**config.mk**
```make
export PLATFORM = sky130hd
export DESIGN_NAME = vng_axes_top
export DESIGN_NICKNAME = d
export VERILOG_FILES = /design/src/source/vng_pkg.sv /design/src/source/vng_tap_shiftreg.sv /design/src/source/vng_step_rom.sv /design/src/source/vng_step_sequencer.sv /design/src/source/vng_diag.sv /design/src/source/vng_axes.sv /design/src/source/vng_axes_top.sv
export SDC_FILE = /design/constraint.sdc
export NUM_CORES = 1
export LEC_CHECK = 0
export BUFFER_PORTS_ARGS = -buffer_cell sky130_fd_sc_hd__buf_2
export CORE_AREA = 2 2 153 155
export CTS_CLUSTER_DIAMETER = 40
export DETAILED_ROUTE_END_ITERATION = 16
export DIE_AREA = 0 0 155 157
export GPL_TIMING_DRIVEN = 0
export PLACE_DENSITY = 0.7
export SYNTH_ARGS = -nofsm -noshare
export SYNTH_HDL_FRONTEND = slang
export SYNTH_SLANG_ARGS = --single-unit
```
**constraint.sdc**
```tcl
create_clock -name clk -period 15.2 [get_ports clk]
set_input_delay 1.52 -clock clk [delete_from_list [all_inputs] [get_ports clk]]
set_output_delay 1.52 -clock clk [all_outputs]
set_load 0.01 [all_outputs]
```
**src/source/vng_pkg.sv**
```systemverilog
package vng_pkg;

    // datapath widths
    localparam int PX_W  = 8;
    localparam int SUM_W = PX_W + 1;

    // sequence and history
    localparam int         STEPS      = 12;
    localparam logic [3:0] ST_LAST    = 4'(STEPS - 1);
    localparam int         HIST_DEPTH = 16;

    // output flow control
    localparam int CREDITS  = 4;
    localparam int CREDIT_W = $clog2(CREDITS + 1);

    // red is held back by this many red pushes
    localparam int RED_DELAY = 4;

    // red source codes
    localparam logic [1:0] RED_SRC_PX   = 2'd0;
    localparam logic [1:0] RED_SRC_SUM  = 2'd1;
    localparam logic [1:0] RED_SRC_DIAG = 2'd2;

    // per-step tables with step 0 as the rightmost entry
    localparam logic [STEPS-1:0][3:0] TAP_A_TABLE =
        {4'd13, 4'd13, 4'd13, 4'd15, 4'd11, 4'd13, 4'd14, 4'd13, 4'd5, 4'd14, 4'd11, 4'd13};
    localparam logic [STEPS-1:0][3:0] TAP_B_TABLE =
        {4'd11, 4'd3, 4'd3, 4'd13, 4'd1, 4'd11, 4'd12, 4'd11, 4'd15, 4'd4, 4'd13, 4'd3};

    localparam logic [STEPS-1:0] H_TABLE          = 12'b1010_1101_0001;
    localparam logic [STEPS-1:0] RED_PUSH_TABLE   = 12'b1000_0011_1110;
    localparam logic [STEPS-1:0] GREEN_PUSH_TABLE = 12'b1100_1011_0001;
    localparam logic [STEPS-1:0] GREEN_SEL_TABLE  = 12'b1001_0100_0000;
    localparam logic [STEPS-1:0] BLUE_PUSH_TABLE  = 12'b0111_1100_0000;
    localparam logic [STEPS-1:0] BLUE_SEL_TABLE   = 12'b0110_1000_0000;

    localparam logic [STEPS-1:0][1:0] RED_SEL_TABLE =
        {2'd0, 2'd0, 2'd0, 2'd0, 2'd0, 2'd0, 2'd1, 2'd2, 2'd1, 2'd1, 2'd0, 2'd2};

    // everything one step needs from the tables
    typedef struct packed {
        logic [3:0] tap_a;
        logic [3:0] tap_b;
        logic       is_h;
        logic       red_push;
        logic [1:0] red_sel;
        logic       green_push;
        logic       green_sel;
        logic       blue_push;
        logic       blue_sel;
    } step_ctrl_t;

    // one result beat
    typedef struct packed {
        logic             is_h;
        logic [PX_W-1:0]  grad;
        logic             red_valid;
        logic [SUM_W-1:0] red;
        logic             green_valid;
        logic [SUM_W-1:0] green;
        logic             blue_valid;
        logic [SUM_W-1:0] blue;
    } axes_beat_t;

endpackage

```
**src/source/vng_tap_shiftreg.sv**
```systemverilog
`timescale 1ns/1ns

module vng_tap_shiftreg (
    input  logic                     clk,
    input  logic                     step_en,
    input  logic [vng_pkg::PX_W-1:0] px,
    input  vng_pkg::step_ctrl_t      ctrl,
    output logic [vng_pkg::PX_W-1:0] tap_a,
    output logic [vng_pkg::PX_W-1:0] tap_b
);
    import vng_pkg::*;

    // the incoming pixel makes the 16th entry
    logic [PX_W-1:0]                  hist [HIST_DEPTH-1];
    logic [HIST_DEPTH-1:0][PX_W-1:0] win;

    // index 0 is the pixel taken this step
    always_comb begin
        win[0] = px;
        for (int i = 1; i < HIST_DEPTH; i++) begin
            win[i] = hist[i-1];
        end
    end

    always_ff @(posedge clk) begin
        if (step_en) begin
            hist[0] <= px;
            for (int i = 1; i < HIST_DEPTH - 1; i++) begin
                hist[i] <= hist[i-1];
            end
            tap_a <= win[ctrl.tap_a];
            tap_b <= win[ctrl.tap_b];
        end
    end

endmodule

```
**src/source/vng_step_rom.sv**
```systemverilog
`timescale 1ns/1ns

module vng_step_rom (
    input  logic                clk,
    input  logic                reset,
    input  logic                step_en,
    input  logic [3:0]          st,
    output vng_pkg::step_ctrl_t ctrl
);
    import vng_pkg::*;

    logic [3:0] st_next;

    function automatic step_ctrl_t decode(input logic [3:0] s);
        step_ctrl_t c;
        c.tap_a      = TAP_A_TABLE[s];
        c.tap_b      = TAP_B_TABLE[s];
        c.is_h       = H_TABLE[s];
        c.red_push   = RED_PUSH_TABLE[s];
        c.red_sel    = RED_SEL_TABLE[s];
        c.green_push = GREEN_PUSH_TABLE[s];
        c.green_sel  = GREEN_SEL_TABLE[s];
        c.blue_push  = BLUE_PUSH_TABLE[s];
        c.blue_sel   = BLUE_SEL_TABLE[s];
        return c;
    endfunction

    // decode one step ahead so ctrl always matches the current st
    assign st_next = (st == ST_LAST) ? 4'd0 : st + 4'd1;

    always_ff @(posedge clk) begin
        if (reset) begin
            ctrl <= decode(4'd0);
        end else if (step_en) begin
            ctrl <= decode(st_next);
        end
    end

endmodule

```
**src/source/vng_step_sequencer.sv**
```systemverilog
`timescale 1ns/1ns

module vng_step_sequencer (
    input  logic       clk,
    input  logic       reset,
    input  logic       in_valid,
    input  logic       beat_pending,
    input  logic       credit_return,
    output logic       in_ready,
    output logic       step_en,
    output logic [3:0] st,
    output logic       out_valid
);
    import vng_pkg::*;

    logic [CREDIT_W-1:0] credits;
    logic [CREDIT_W-1:0] credit_inc;
    logic [CREDIT_W-1:0] credit_dec;

    // a step only happens while a beat can still be sent
    assign in_ready = (credits != '0);
    assign step_en  = in_valid && in_ready;

    // a beat leaves together with the step that follows it
    assign out_valid = step_en && beat_pending;

    assign credit_inc = CREDIT_W'(credit_return);
    assign credit_dec = CREDIT_W'(out_valid);

    always_ff @(posedge clk) begin
        if (reset) begin
            st <= 4'd0;
        end else if (step_en) begin
            if (st == ST_LAST) begin
                st <= 4'd0;
            end else begin
                st <= st + 4'd1;
            end
        end
    end

    // return and send may land in the same cycle
    always_ff @(posedge clk) begin
        if (reset) begin
            credits <= CREDIT_W'(CREDITS);
        end else begin
            credits <= credits + credit_inc - credit_dec;
        end
    end

endmodule

```
**src/source/vng_diag.sv**
```systemverilog
`timescale 1ns/1ns

module vng_diag (
    input  logic                      clk,
    input  logic                      reset,
    input  logic                      step_en,
    input  logic [vng_pkg::SUM_W-1:0] tap_sum,
    output logic [vng_pkg::SUM_W-1:0] diag_sum
);
    import vng_pkg::*;

    logic [SUM_W-1:0] prev_sum;
    logic [SUM_W:0]   pair_sum;

    // two diagonal pairs, averaged with rounding
    assign pair_sum = {1'b0, prev_sum} + {1'b0, tap_sum} + 1'b1;
    assign diag_sum = pair_sum[SUM_W:1];

    always_ff @(posedge clk) begin
        if (reset) begin
            prev_sum <= '0;
        end else if (step_en) begin
            prev_sum <= tap_sum;
        end
    end

endmodule

```
**src/source/vng_axes.sv**
```systemverilog
`timescale 1ns/1ns

module vng_axes (
    input  logic                      clk,
    input  logic                      reset,
    input  logic                      step_en,
    input  vng_pkg::step_ctrl_t       ctrl,
    input  logic [vng_pkg::PX_W-1:0]  tap_a,
    input  logic [vng_pkg::PX_W-1:0]  tap_b,
    input  logic [vng_pkg::SUM_W-1:0] diag_sum,
    output logic [vng_pkg::SUM_W-1:0] tap_sum,
    output logic                      beat_pending,
    output vng_pkg::axes_beat_t       beat
);
    import vng_pkg::*;

    // control of the step whose taps are now presented
    step_ctrl_t ctrl_q;

    logic [PX_W-1:0]  grad;
    logic [SUM_W-1:0] sum;
    logic [SUM_W-1:0] px_dbl;
    logic [SUM_W-1:0] red_pre;
    logic             red_step;
    logic             tap_fill;

    logic [RED_DELAY-1:0][SUM_W-1:0] red_dly;
    logic [RED_DELAY-1:0]            red_fill;

    logic             is_h_q;
    logic [PX_W-1:0]  grad_q;
    logic [SUM_W-1:0] red_q;
    logic [SUM_W-1:0] green_q;
    logic [SUM_W-1:0] blue_q;
    logic             red_v;
    logic             green_v;
    logic             blue_v;

    assign grad   = (tap_a >= tap_b) ? tap_a - tap_b : tap_b - tap_a;
    assign sum    = {1'b0, tap_a} + {1'b0, tap_b};
    assign px_dbl = {tap_a, 1'b0};

    always_comb begin
        case (ctrl_q.red_sel)
            RED_SRC_SUM:  red_pre = sum;
            RED_SRC_DIAG: red_pre = diag_sum;
            default:      red_pre = px_dbl;
        endcase
    end

    // red delay only moves on red pushes
    assign red_step = step_en && ctrl_q.red_push;

    always_ff @(posedge clk) begin
        if (reset) begin
            ctrl_q       <= '0;
            tap_fill     <= 1'b0;
            beat_pending <= 1'b0;
            red_fill     <= '0;
            red_v        <= 1'b0;
            green_v      <= 1'b0;
            blue_v       <= 1'b0;
        end else if (step_en) begin
            ctrl_q       <= ctrl;
            tap_fill     <= 1'b1;
            beat_pending <= tap_fill;
            if (ctrl_q.red_push) begin
                red_fill <= {red_fill[RED_DELAY-2:0], 1'b1};
            end
            red_v   <= ctrl_q.red_push && red_fill[RED_DELAY-1];
            green_v <= ctrl_q.green_push;
            blue_v  <= ctrl_q.blue_push;
        end
    end

    always_ff @(posedge clk) begin
        if (red_step) begin
            red_dly <= {red_dly[RED_DELAY-2:0], red_pre};
        end
        if (step_en) begin
            tap_sum <= sum;
            is_h_q  <= ctrl_q.is_h;
            grad_q  <= grad;
            // oldest entry about to be pushed out
            red_q   <= red_dly[RED_DELAY-1];
            green_q <= ctrl_q.green_sel ? sum : px_dbl;
            blue_q  <= ctrl_q.blue_sel ? sum : px_dbl;
        end
    end

    assign beat = '{
        is_h:        is_h_q,
        grad:        grad_q,
        red_valid:   red_v,
        red:         red_q,
        green_valid: green_v,
        green:       green_q,
        blue_valid:  blue_v,
        blue:        blue_q
    };

endmodule

```
**src/source/vng_axes_top.sv**
```systemverilog
`timescale 1ns/1ns

module vng_axes_top (
    input  logic                     clk,
    input  logic                     reset,
    input  logic                     in_valid,
    input  logic [vng_pkg::PX_W-1:0] px,
    output logic                     in_ready,
    input  logic                     credit_return,
    output logic                     out_valid,
    output vng_pkg::axes_beat_t      out_beat
);
    import vng_pkg::*;

    logic             step_en;
    logic [3:0]       st;
    logic             beat_pending;
    step_ctrl_t       ctrl;
    logic [PX_W-1:0]  tap_a;
    logic [PX_W-1:0]  tap_b;
    logic [SUM_W-1:0] tap_sum;
    logic [SUM_W-1:0] diag_sum;

    vng_step_sequencer i_sequencer (
        .clk           (clk),
        .reset         (reset),
        .in_valid      (in_valid),
        .beat_pending  (beat_pending),
        .credit_return (credit_return),
        .in_ready      (in_ready),
        .step_en       (step_en),
        .st            (st),
        .out_valid     (out_valid)
    );

    vng_step_rom i_rom (
        .clk     (clk),
        .reset   (reset),
        .step_en (step_en),
        .st      (st),
        .ctrl    (ctrl)
    );

    vng_tap_shiftreg i_taps (
        .clk     (clk),
        .step_en (step_en),
        .px      (px),
        .ctrl    (ctrl),
        .tap_a   (tap_a),
        .tap_b   (tap_b)
    );

    vng_axes i_axes (
        .clk          (clk),
        .reset        (reset),
        .step_en      (step_en),
        .ctrl         (ctrl),
        .tap_a        (tap_a),
        .tap_b        (tap_b),
        .diag_sum     (diag_sum),
        .tap_sum      (tap_sum),
        .beat_pending (beat_pending),
        .beat         (out_beat)
    );

    vng_diag i_diag (
        .clk      (clk),
        .reset    (reset),
        .step_en  (step_en),
        .tap_sum  (tap_sum),
        .diag_sum (diag_sum)
    );

endmodule

```
Yosys cells after proc, flatten, opt, wreduce, memory -nomap -nowiden

Memories as Yosys holds them, arrays and structs flattened. A register that Yosys moved wholly into a read port is not among the register bits.
Cells that the tools add are included.

Register bits: 130
Memory bits (writable): 120
Bits in read-only memories: 256
Input bits: 12
Output and inout port bits: 41
Logic and storage cells: 71
Memories kept: 10

Memory list:

| name            | words | bits a word | rd ports | clocked after Yosys merged registers in | write ports | line                   | text |
|---|---|---|---|---|---|---|---|
| i_taps.hist     | 15    | 8           | 15       | 0                                       | 15          | vng_tap_shiftreg.sv:14 | `logic [PX_W-1:0] hist [HIST_DEPTH-1];` |
| (no name shown) | 16    | 4           | 1        | 1                                       | 0           | vng_step_rom.sv:16     | `c.tap_a = TAP_A_TABLE[s];` |
| (no name shown) | 16    | 4           | 1        | 1                                       | 0           | vng_step_rom.sv:17     | `c.tap_b = TAP_B_TABLE[s];` |
| (no name shown) | 16    | 2           | 1        | 1                                       | 0           | vng_step_rom.sv:20     | `c.red_sel = RED_SEL_TABLE[s];` |
| (no name shown) | 16    | 1           | 1        | 1                                       | 0           | vng_step_rom.sv:18     | `c.is_h = H_TABLE[s];` |
| (no name shown) | 16    | 1           | 1        | 1                                       | 0           | vng_step_rom.sv:19     | `c.red_push = RED_PUSH_TABLE[s];` |
| +4 memories     | -     | -           | -        | -                                       | -           | -                      |  |

Add/subtract/negate cells: 8
Magnitude comparators: 3
Equality and inequality tests: 3
Mux-type cells: 11
Reduce and logical (&&, ||, !) cells: 6

Operator list:

| cell                                                                  | number |
|---|---|
| 8-bit binary-select mux with 4-bit select                             | 2 |
| 8-bit two-way mux                                                     | 3 |
| 9-bit two-way mux                                                     | 2 |
| 9-bit one-hot mux with 2 select lines                                 | 1 |
| 8-bit subtractor                                                      | 2 |
| 10-bit by 1-bit adder with 10-bit output (second input constant)      | 1 |
| 9-bit by 9-bit adder with 10-bit output                               | 1 |
| 4-bit by 5-bit < comparator with 1-bit output (second input constant) | 2 |
| 8-bit by 8-bit adder with 9-bit output                                | 1 |
| 8-bit greater-or-equal comparator                                     | 1 |
| 4-bit by 1-bit adder with 4-bit output (second input constant)        | 1 |
| 4-bit == test (second input constant)                                 | 1 |
| 1-bit logical AND                                                     | 4 |
| 4-bit two-way mux                                                     | 1 |
| 3-bit by 1-bit adder with 3-bit output                                | 1 |
| 3-bit nonzero test                                                    | 1 |
| 3-bit by 1-bit subtractor with 3-bit output                           | 1 |
| 2-bit by 1-bit == test with 1-bit output (second input constant)      | 1 |
| 2-bit == test (second input constant)                                 | 1 |
| 1-bit two-way mux                                                     | 2 |
| 2-bit AND reduction                                                   | 1 |

Depth between registers and ports, before layout

Gate-level depths: netlist of the first run.

Depth after elaboration: 4
Depth in mapped cells: 13

Modules after synthesis

A second synthesis of the first run with hierarchy kept.

Cell total of the unflattened synthesis: 886
Area total of the unflattened synthesis: 12729.7 um2

By module, submodules not included:

| module             | instances | cells each | area each (um2) | seq. area each (um2) |
|---|---|---|---|---|
| vng_tap_shiftreg   | 1         | 276        | 6132.1          | 4083.9 |
| vng_axes           | 1         | 351        | 4416.7          | 2742.6 |
| vng_step_rom       | 1         | 128        | 1046.0          | 300.3 |
| vng_diag           | 1         | 92         | 753.2           | 180.2 |
| vng_step_sequencer | 1         | 39         | 381.6           | 140.1 |

Worst setup path after synthesis of the first run

Ideal clock, no wire load.

Kind: in2out
Start: input in_valid
End: output out_valid
Data arrival time: 7.388 ns
Path slack: 6.292 ns
Cell stages on the path: 4
Path buffers: 1
Path through: nand2_1 -> inv_2 -> clkbuf_1 -> and2_1

Longest elaborated chain between the ends: 2

Ends and longest elaborated chain:

| what              | line                     | text |
|---|---|---|
| start, declared   | vng_axes_top.sv:6        | `input logic in_valid,` |
| 1-bit logical AND | vng_step_sequencer.sv:22 | `assign step_en = in_valid && in_ready;` |
| 1-bit logical AND | vng_step_sequencer.sv:25 | `assign out_valid = step_en && beat_pending;` |
| end, declared     | vng_axes_top.sv:10       | `output logic out_valid,` |

Every way passes these cells.

Final worst setup path of the first run

Ends and elaborated chain as after synthesis.

==> results of run 1 <==
[cells by family (layout without fill, tap and decap cells)]
logic type      Yosys count  after routing  synth area share, %
simple gates            195            195                 7.14
xor+xnor                 18             18                 1.27
buf+inv                 104            226                 3.77
flops                   264            264                 59.8
fa+ha+maj                47             47                 5.01
mux                      96             96                 14.2
compound gates          177            177                 8.79
[metal layers]
metal	part of all wire [%]	track usage (%)	wire [um]	up-vias
met5	0	0	0	-
met4	2.0	6.35	499	0
met3	5.8	4.19	1430	42
met2	48	33.8	11800	238
met1	45	29.1	11100	3711
li1	-	-	-	3598
[final cells by class]
cell class	instances	area (um^2)
Buffer	59	304
Clock buffer	41	941
Clock inverter	25	284
Fill cell	1633	8110
Inverter	45	169
Multi-Input combinational cell	533	4530
Sequential cell	264	7450
Tap cell	285	357
Timing Repair Buffer	56	363
[stage by stage]
stage          power, mW  instance area (um^2)  std cells
6_report            2.90                 14400       1308
5_1_grt             3.06                 14400       1308
3_5_place_dp        2.06                 13200       1242
4_1_cts             2.92                 14400       1308
3_3_place_gp        2.06                 13100       1238
2_1_floorplan       1.81                 12400        901
[synthesized netlist by cell type (5+ instances only)]
library cell / number / area, um^2
o21ai_0: 25 / 125
mux2i_1: 28 / 280
clkbuf_1: 30 / 113
nand2b_1: 6 / 37.5
nor2_1: 50 / 188
dfxtp_1: 48 / 961
nor3_1: 8 / 40.0
nand2_1: 81 / 304
ha_1: 41 / 513
buf_2: 12 / 60.1
a21o_1: 7 / 52.6
xnor2_1: 10 / 87.6
a21oi_1: 80 / 400
fa_1: 5 / 100
inv_1: 44 / 165
xor2_1: 8 / 70.1
a31oi_1: 5 / 31.3
a211oi_1: 23 / 173
mux4_2: 64 / 1440
nor2b_1: 28 / 175
buf_4: 11 / 82.6
o211ai_1: 8 / 60.1
edfxtp_1: 216 / 6490
[final timing paths]
kind	endpoint	depth (start not counted)
worst max register to register	i_sequencer.credits[2]$_SDFF_PP1_	14
worst max-delay path	out_valid	7
worst min register to register	i_axes.red_dly[26]$_DFFE_PP_	0
worst min-delay path	i_axes.red_dly[26]$_DFFE_PP_	0
[power by group through the flow]
stage	sequential [mW]	clock, mW	combinational [mW]
6_report	1.12	0.846	0.936
5_1_grt	1.14	0.891	1.03
2_1_floorplan	1.13	0	0.675
3_5_place_dp	1.13	0	0.930
3_3_place_gp	1.15	0	0.904
4_1_cts	1.12	0.859	0.937
[state kept, by name (all words and copies together) (netlist names), 9 cells and up]
signal,flops
i_axes.blue_q,9
i_diag.prev_sum,9
i_taps.hist,120
i_axes.red_q,9
i_axes.red_dly,36
i_axes.green_q,9
i_rom.ctrl,15
==> out/metrics.csv, run 1 <==
stage,metric,value,unit
critical_path,cp.required,13680,ps
power_and_ir_drop,p_comb_share,32.2,%
drt,avgViaCountPerCell,5.80,
timing,slew_violations,0,
clock_tree,clock_tree.root_cell,clkbuf_16,
critical_path,critical_path_buf_inv_count,5,
placement,gp_congestion,0.888,
drt,wl_per_cell,19.0,um
drt,num_vias,7589,
floorplanning,num_io_pins,53,
critical_path,cp-startpoint,in_valid,
placement,portBuffers,52,
min_path,hp-start,i_axes.red_dly[17]$_DFFE_PP_,
clock_tree,clk_pin_slew_worst_paths,60,ps
power_and_ir_drop,p_per_area,202,nW/um^2
layout,fin_nets,1054,
critical_path,cp_common_cell,buf_2,
layout,drive_gt1_share,21.0,%
clock_tree,clkSinkCount,264,
clock_tree,cts_buffers,37,
timing,worst_slack,10630,ps
power_and_ir_drop,clkPwrFrac,29.1,%
timing,period_needed,4570,ps
yosys,syn_inst,901,
clock_tree,post_cts_resize_count,0,
critical_path,critical-path-slowest-cell,clkbuf_4,
drt,firstDrtPassIters,5,
yosys,synth_seq_cells,264,
drt,antenna_left,0,
flow_run,cap_violations,0,
power_and_ir_drop,power.switching,964,uW
timing,worstMarginPinSlew,972,ps
power_and_ir_drop,p_seq_share,38.6,%
timing,maxSlewHeadroom,35.1,%
layout,area.growth.synth_to_final,15.7,%
floorplanning,core_region_area,22500,um^2
timing,clock_skew,28.1,ps
global_routing,grt_pass1_wl,39900,um
global_routing,grt_overflow_total,0,
floorplanning,start_util,55.3,%
timing,hold_viol,0,
yosys,synth_edf_count,216,
power_and_ir_drop,p_leak,5.39,nW
critical_path,crit_type,input port to primary output,
timing,fmax,219,MHz
timing,whs,412,ps
drt,wirelength,24900,um
yosys,ys.flop_type,edfxtp_1,
yosys,avgSynthCellArea,13.8,um^2
drt,drtIter0Drc,617,
critical_path,r2r_setup_slack,11950,ps
yosys,ys_warn_count,0,
yosys,synth.distinct_cells,52,
placement,detailed_place_hpwl,17100,um
global_routing,grt_max_degree,60,
clock_tree,clock_path_buffers,3,
drt,drc,0,
power_and_ir_drop,internal_power,1.94,mW
yosys,synthesis.area,12400,um^2
clock_tree,cts_hold_buf,0,
power_and_ir_drop,swShare,33.2,%
critical_path,cp_max_fo,49,
layout,final_cell_mix,"216 x edfxtp_1, 81 x nand2_1, 80 x a21oi_1",
critical_path,worstPathArrival,3050,ps
clock_tree,ctsHtreeMaxLevel,2,
floorplanning,chipHeight,157,um
timing,tns,0,ps
layout,final_common_cell,edfxtp_1,
power_and_ir_drop,ir_drop,100,uV
min_path,hold_path_class,register to register,
clock_tree,clock_latency,520,ps
critical_path,worstReg2RegStart,i_sequencer.credits[0]$_SDFF_PP0_,
timing,rsz0062_at_grt,false,
layout,utilization,64.0,%
timing,period_share,30.0,%
floorplanning,num_rows,55,
critical_path,crit_path_end_kind,primary output,
critical_path,cp_slowest_stage_delay,530,ps
floorplanning,dieWidth,155,um
critical_path,path_delay_family,buffers and inverters,
critical_path,cp-start-kind,input port,
global_routing,antenna_found_initial,0,
clock_tree,tritoncts,built,
yosys,ys_async_sr_fraction,0,%
global_routing,grt_pass1_vias,7443,
placement,dp_slack,10590,ps
yosys,syn_nets,959,
critical_path,path_cells,buf_2 > nand2_1 > inv_2 > clkbuf_4 > buf_16 > and2_1 > buf_2,
yosys,seq_area_frac_synth,59.8,%
outcome,status,"finished, final reports clean",
timing,final-setup-viol-count,0,
floorplanning,die-area,24300,um^2
layout,antenna_cells,0,
global_routing,grt_use_total,20.9,%
clock_tree,cts_setup_buffers,0,
No activity file was read; power rests on OpenSTA's default activity.
==> run 2: changes to the inputs <==
PLACE_DENSITY = 0.73   (was 0.7)
clock period = 3.8 ns   (was 15.2 ns; I/O delays follow)
==> out/metrics.csv, run 2 (synthesized netlist as in run 1, its figures left out) <==
stage,metric,value,unit
power_and_ir_drop,p_seq_share,39.1,%
drt,top_layer,met4,
power_and_ir_drop,p_leak,5.34,nW
flow_run,cap_violations,0,
layout,largest_reg_flops,120,
critical_path,worstRegToRegCells,13,
global_routing,grt_pass1_vias,7440,
layout,utilization,63.5,%
drt,wirelength,25000,um
power_and_ir_drop,internal_power,7.69,mW
global_routing,grt_pass1_wl,39800,um
layout,top_regs,"i_taps.hist (120), i_axes.red_dly (36), i_rom.ctrl (15)",
global_routing,grt_use_total,21.2,%
timing,slew_violations,0,
clock_tree,clk_pin_slew_worst_paths,50,ps
placement,detailed_place_hpwl,17000,um
timing,worst_slack,731,ps
min_path,hp-start,px[6],
global_routing,grt_overflow_total,0,
drt,dr_wl_met2,12200,um
placement,postPlaceCellArea,13100,um^2
clock_tree,cts_setup_buffers,0,
layout,drive_gt1_share,20.1,%
timing,rsz0062_at_grt,false,
placement,portBuffers,52,
timing,period_share,80.8,%
drt,num_vias,7562,
timing,hold_viol,0,
critical_path,worstPathArrival,3470,ps
drt,avgViaCountPerCell,5.81,
power_and_ir_drop,p_comb_share,32.4,%
global_routing,grt_max_degree,109,
critical_path,crit_path_end_kind,register,
drt,wl_per_cell,19.2,um
floorplanning,num_rows,55,
critical_path,worstReg2RegStart,i_sequencer.credits[1]$_SDFF_PP0_,
drt,drc,0,
critical_path,cp.required,4200,ps
timing,tns,0,ps
drt,firstDrtPassIters,5,
timing,final-setup-viol-count,0,
drt,drtIter0Drc,591,
drt,met1_length,10900,um
timing,clock_skew,22.4,ps
drt,antenna_left,0,
power_and_ir_drop,power.switching,3.79,mW
placement,gp_congestion,0.906,
layout,antenna_cells,0,
min_path,hold_end,i_taps.hist[0][6]$_DFFE_PN_,
critical_path,r2r_setup_slack,730,ps
global_routing,antenna_found_initial,0,
power_and_ir_drop,finalPower,11.5,mW
critical_path,timing.rr.end,i_sequencer.credits[2]$_SDFF_PP1_,
power_and_ir_drop,ir_drop,656,uV
critical_path,cp-start-kind,register,
timing,fmax,326,MHz
clock_tree,clkSinkCount,264,
timing,worstMarginPinSlew,784,ps
min_path,hold_path_class,input port to register,
clock_tree,cts_hold_buf,0,
clock_tree,clock_tree.root_cell,clkbuf_16,
clock_tree,post_cts_resize_count,0,
layout,fin_nets,1049,
layout,largest_register,i_taps.hist,
floorplanning,dieWidth,155,um
min_path,min_path_cells,1,
floorplanning,die-area,24300,um^2
floorplanning,num_io_pins,53,
clock_tree,tritoncts,built,
clock_tree,cts_buffers,34,
placement,dp_slack,724,ps
timing,maxSlewHeadroom,47.8,%
layout,area.growth.synth_to_final,14.9,%
layout,design_area,14300,um^2
power_and_ir_drop,clkPwrFrac,28.4,%
layout,final_common_cell,edfxtp_1,
layout,fillers,1623,
clock_tree,clock_path_buffers,3,
power_and_ir_drop,swShare,33.0,%
drt,met3_length,1310,um
critical_path,cp_max_fo,82,
outcome,status,"finished, final reports clean",
floorplanning,core_region_area,22500,um^2
power_and_ir_drop,p_per_area,803,nW/um^2
critical_path,crit_type,register to register,
layout,final_cell_mix,"216 x edfxtp_1, 81 x nand2_1, 80 x a21oi_1",
timing,period_needed,3070,ps
floorplanning,start_util,55.3,%
clock_tree,clock_latency,520,ps
floorplanning,chipHeight,157,um
clock_tree,ctsHtreeMaxLevel,2,
-- run 2: changes by cell type in the layout (fill, tap and decap cells not counted), sizes merged --
cell	change
bufinv	+1
clkinv	-4
inv	-1
clkinvlp	-3
buf	-2
clkbuf	+2
-- run 2: critical path, cell delays in order (launching register included) --
cell	delay [ps]
dfxtp_1	350
or3_1	330
nand2_1	160
inv_2	130
clkbuf_8	380
and2_1	310
ha_1	280
inv_1	50
ha_1	130
inv_1	50
fa_1	390
xor2_1	180
xnor2_1	140
nand2b_1	70
-- run 2: cell type report --
class                           instances  area (um^2)  area share (%)
Timing Repair Buffer                   54          315            2.21
Sequential cell                       264         7450            52.1
Tap cell                              285          357            2.49
Multi-Input combinational cell        533         4530            31.7
Clock inverter                         18          274            1.92
Inverter                               45          169            1.18
Clock buffer                           43          895            6.26
Buffer                                 59          310            2.17
-- run 2: power by group through the flow --
stage	logic [mW]	clock network (mW)	registers [mW]
6_report	3.72	3.26	4.49
5_1_grt	4.09	3.44	4.57
4_1_cts	3.75	3.33	4.49
3_5_place_dp	3.73	0	4.54
3_3_place_gp	3.63	0	4.53
2_1_floorplan	2.70	0	4.46
-- run 2: metrics by stage --
step | std cells | hold slack (ps)
3_3_place_gp | 1238 | 400
2_1_floorplan | 901 | 400
3_5_place_dp | 1240 | 405
6_report | 1301 | 64.0
5_1_grt | 1301 | 59.7
4_1_cts | 1301 | 54.0
-- run 2: worst max-delay path by stage --
stage | from | endpoint
floorplan | i_sequencer.credits[1]$_SDFF_PP0_ | i_sequencer.credits[2]$_SDFF_PP1_
global placement | i_sequencer.credits[1]$_SDFF_PP0_ | i_sequencer.credits[2]$_SDFF_PP1_
detailed placement | i_sequencer.credits[0]$_SDFF_PP0_ | i_sequencer.credits[2]$_SDFF_PP1_
CTS | i_sequencer.credits[1]$_SDFF_PP0_ | i_sequencer.credits[2]$_SDFF_PP1_
global route | i_sequencer.credits[1]$_SDFF_PP0_ | i_sequencer.credits[2]$_SDFF_PP1_
finish | i_sequencer.credits[1]$_SDFF_PP0_ | i_sequencer.credits[2]$_SDFF_PP1_
-- run 2: layer usage --
layer | vias to the layer above | track usage [%]
met5 | - | 0
li1 | 3589 | -
met1 | 3722 | 28.4
met3 | 40 | 3.58
met4 | 0 | 6.66
met2 | 211 | 35.7
==> run 3: changes to the inputs <==
clock period = 2.5 ns   (was 3.8 ns; I/O delays follow)
==> out/metrics.csv, run 3 (synthesized netlist as in run 1, its figures left out) <==
stage,metric,value,unit
outcome,status,"finished, final reports clean",
timing,fmax,407,MHz
placement,detailed_place_hpwl,16800,um
global_routing,antenna_found_initial,0,
min_path,hold_end,i_rom.ctrl[6]$_SDFFE_PP0N_,
min_path,hold_path_class,input port to register,
layout,area.growth.synth_to_final,17.4,%
layout,fillers,1591,
global_routing,grt_max_degree,95,
power_and_ir_drop,clkPwrFrac,28.2,%
critical_path,worstPathArrival,2740,ps
timing,maxSlewHeadroom,44.5,%
drt,num_vias,7771,
floorplanning,die-area,24300,um^2
drt,firstDrtPassIters,5,
layout,final_cell_mix,"216 x edfxtp_1, 80 x nand2_1, 79 x a21oi_1",
power_and_ir_drop,p_per_area,1230,nW/um^2
global_routing,grt_pass1_wl,41600,um
global_routing,grt_use_total,22.0,%
layout,finalNonFillerCells,1320,
power_and_ir_drop,ir_drop,734,uV
timing,period_needed,2460,ps
timing,hold_viol,0,
power_and_ir_drop,power.switching,5.95,mW
timing,clock_skew,25.4,ps
timing,tns,0,ps
power_and_ir_drop,p_leak,5.45,nW
floorplanning,core_region_area,22500,um^2
critical_path,r2r_setup_slack,40,ps
timing,period_share,98.3,%
drt,antenna_left,0,
critical_path,worstReg2RegStart,i_taps.tap_a[0]$_DFFE_PN_,
critical_path,cp_max_fo,4,
min_path,min_path_cells,2,
layout,largest_reg_flops,120,
power_and_ir_drop,p_seq_share,37.8,%
critical_path,cp.required,2780,ps
timing,slew_violations,0,
drt,drc,0,
clock_tree,ctsHtreeMaxLevel,2,
layout,top_regs,"i_taps.hist (120), i_axes.red_dly (36), i_rom.ctrl (15)",
layout,final_common_cell,edfxtp_1,
layout,largest_register,i_taps.hist,
layout,multi_input_area,4650,um^2
power_and_ir_drop,internal_power,12.1,mW
timing,rsz0062_at_grt,true,
drt,avgViaCountPerCell,5.89,
clock_tree,tritoncts,built,
clock_tree,clkSinkCount,264,
critical_path,crit_path_end_kind,register,
power_and_ir_drop,p_comb_share,34.0,%
global_routing,grt_pass1_vias,7760,
floorplanning,start_util,55.3,%
layout,fin_nets,1070,
critical_path,worstRegToRegCells,8,
clock_tree,cts_buffers,34,
clock_tree,clock_tree.root_cell,clkbuf_16,
floorplanning,dieWidth,155,um
timing,worstMarginPinSlew,832,ps
floorplanning,chipHeight,157,um
drt,drtIter0Drc,641,
placement,gp_congestion,0.865,
layout,ff_latch_area,7450,um^2
critical_path,crit_type,register to register,
critical_path,cp-start-kind,register,
min_path,hp-start,reset,
global_routing,grt_overflow_total,0,
layout,antenna_cells,0,
floorplanning,num_io_pins,53,
critical_path,timing.rr.end,i_axes.tap_sum[8]$_DFFE_PN_,
timing,final-setup-viol-count,0,
clock_tree,clock_latency,520,ps
clock_tree,clk_pin_slew_worst_paths,60,ps
clock_tree,clock_path_buffers,3,
power_and_ir_drop,swShare,33.0,%
floorplanning,num_rows,55,
placement,place_inst,1238,
placement,portBuffers,52,
drt,wl_per_cell,19.6,um
flow_run,cap_violations,0,
layout,drive_gt1_share,23.5,%
layout,utilization,64.9,%
drt,wirelength,25900,um
-- run 3: cell count changes in the layout (fill, tap and decap cells not counted), moves of 3 or more --
cell	previous run	this run
buf_4	11	22
clkbuf_1	37	32
clkinvlp_4	1	5
dlygate4sd3_1	0	8
ha_1	41	38
ha_4	0	3
inv_1	44	40
inv_2	1	4
-- run 3: power groups by stage --
stage / clock (mW) / combinational, mW / sequential, mW
2_1_floorplan: 0 / 4.14 / 6.76
3_3_place_gp: 0 / 5.55 / 6.84
3_5_place_dp: 0 / 5.63 / 6.90
4_1_cts: 5.17 / 5.89 / 6.83
5_1_grt: 5.35 / 6.75 / 6.95
6_report: 5.09 / 6.13 / 6.83
-- run 3: cell type report --
class	count	area share [%]
sequential	264	51.0
multi-input combinational	533	31.8
clock buffer	39	6.10
timing repair buffer	76	3.41
tap	285	2.44
clock inverter	20	2.05
buffer	58	2.04
inverter	45	1.19
-- run 3: worst max path at each step --
stage	start	to	slack, ps	cells past startpoint
2_1_floorplan	i_sequencer.credits[2]$_SDFF_PP1_	i_sequencer.credits[2]$_SDFF_PP1_	-260	13
3_3_place_gp	i_sequencer.credits[1]$_SDFF_PP0_	i_sequencer.credits[2]$_SDFF_PP1_	-550	13
3_5_place_dp	i_sequencer.credits[1]$_SDFF_PP0_	i_sequencer.credits[2]$_SDFF_PP1_	-600	13
4_1_cts	i_taps.tap_b[0]$_DFFE_PN_	i_axes.green_q[8]$_DFFE_PN_	-80	7
5_1_grt	i_taps.tap_a[0]$_DFFE_PN_	i_axes.tap_sum[8]$_DFFE_PN_	-30	8
6_report	i_taps.tap_a[0]$_DFFE_PN_	i_axes.tap_sum[8]$_DFFE_PN_	40	8
-- run 3: per-layer routing --
metal / part of all wire [%] / track usage [%] / wire [um]
met1: 43 / 29.8 / 11200
met4: 2.7 / 8.11 / 690
met2: 48 / 36.1 / 12400
met5: 0 / 0 / 0
met3: 6.4 / 3.96 / 1650
-- run 3: worst max-delay path: stages (launching register included) --
cell and delay [ps]:
edfxtp_1 460, ha_4 210, fa_2 390, nor2b_1 160, nor3_1 200, o211ai_1 210, a221oi_4 400, buf_4 180
inv_1 30
-- run 3: metrics by stage --
| step | area (um^2) | total power [mW] | setup slack, ps | hold WS (ps) |
|---|---|---|---|---|
| 3_3_place_gp | 13100 | 12.4 | -550 | 401 |
| 5_1_grt | 14600 | 19.0 | -32.9 | 19.8 |
| 4_1_cts | 14500 | 17.9 | -77.0 | 9.75 |
| 6_report | 14600 | 18.0 | 42.6 | 19.5 |
| 3_5_place_dp | 13100 | 12.5 | -604 | 405 |
| 2_1_floorplan | 12500 | 10.9 | -265 | 349 |
-- run 3: timing repair --
item | in CTS | in global routing
setup buffers | 3 | 9
hold buffers | 8 | 0
pin swaps | 2 | 7
hold endpoints to repair | 8 | 0
setup endpoints to repair | 18 | 22
cloned | 4 | 0
gates resized for setup | 2 | 16
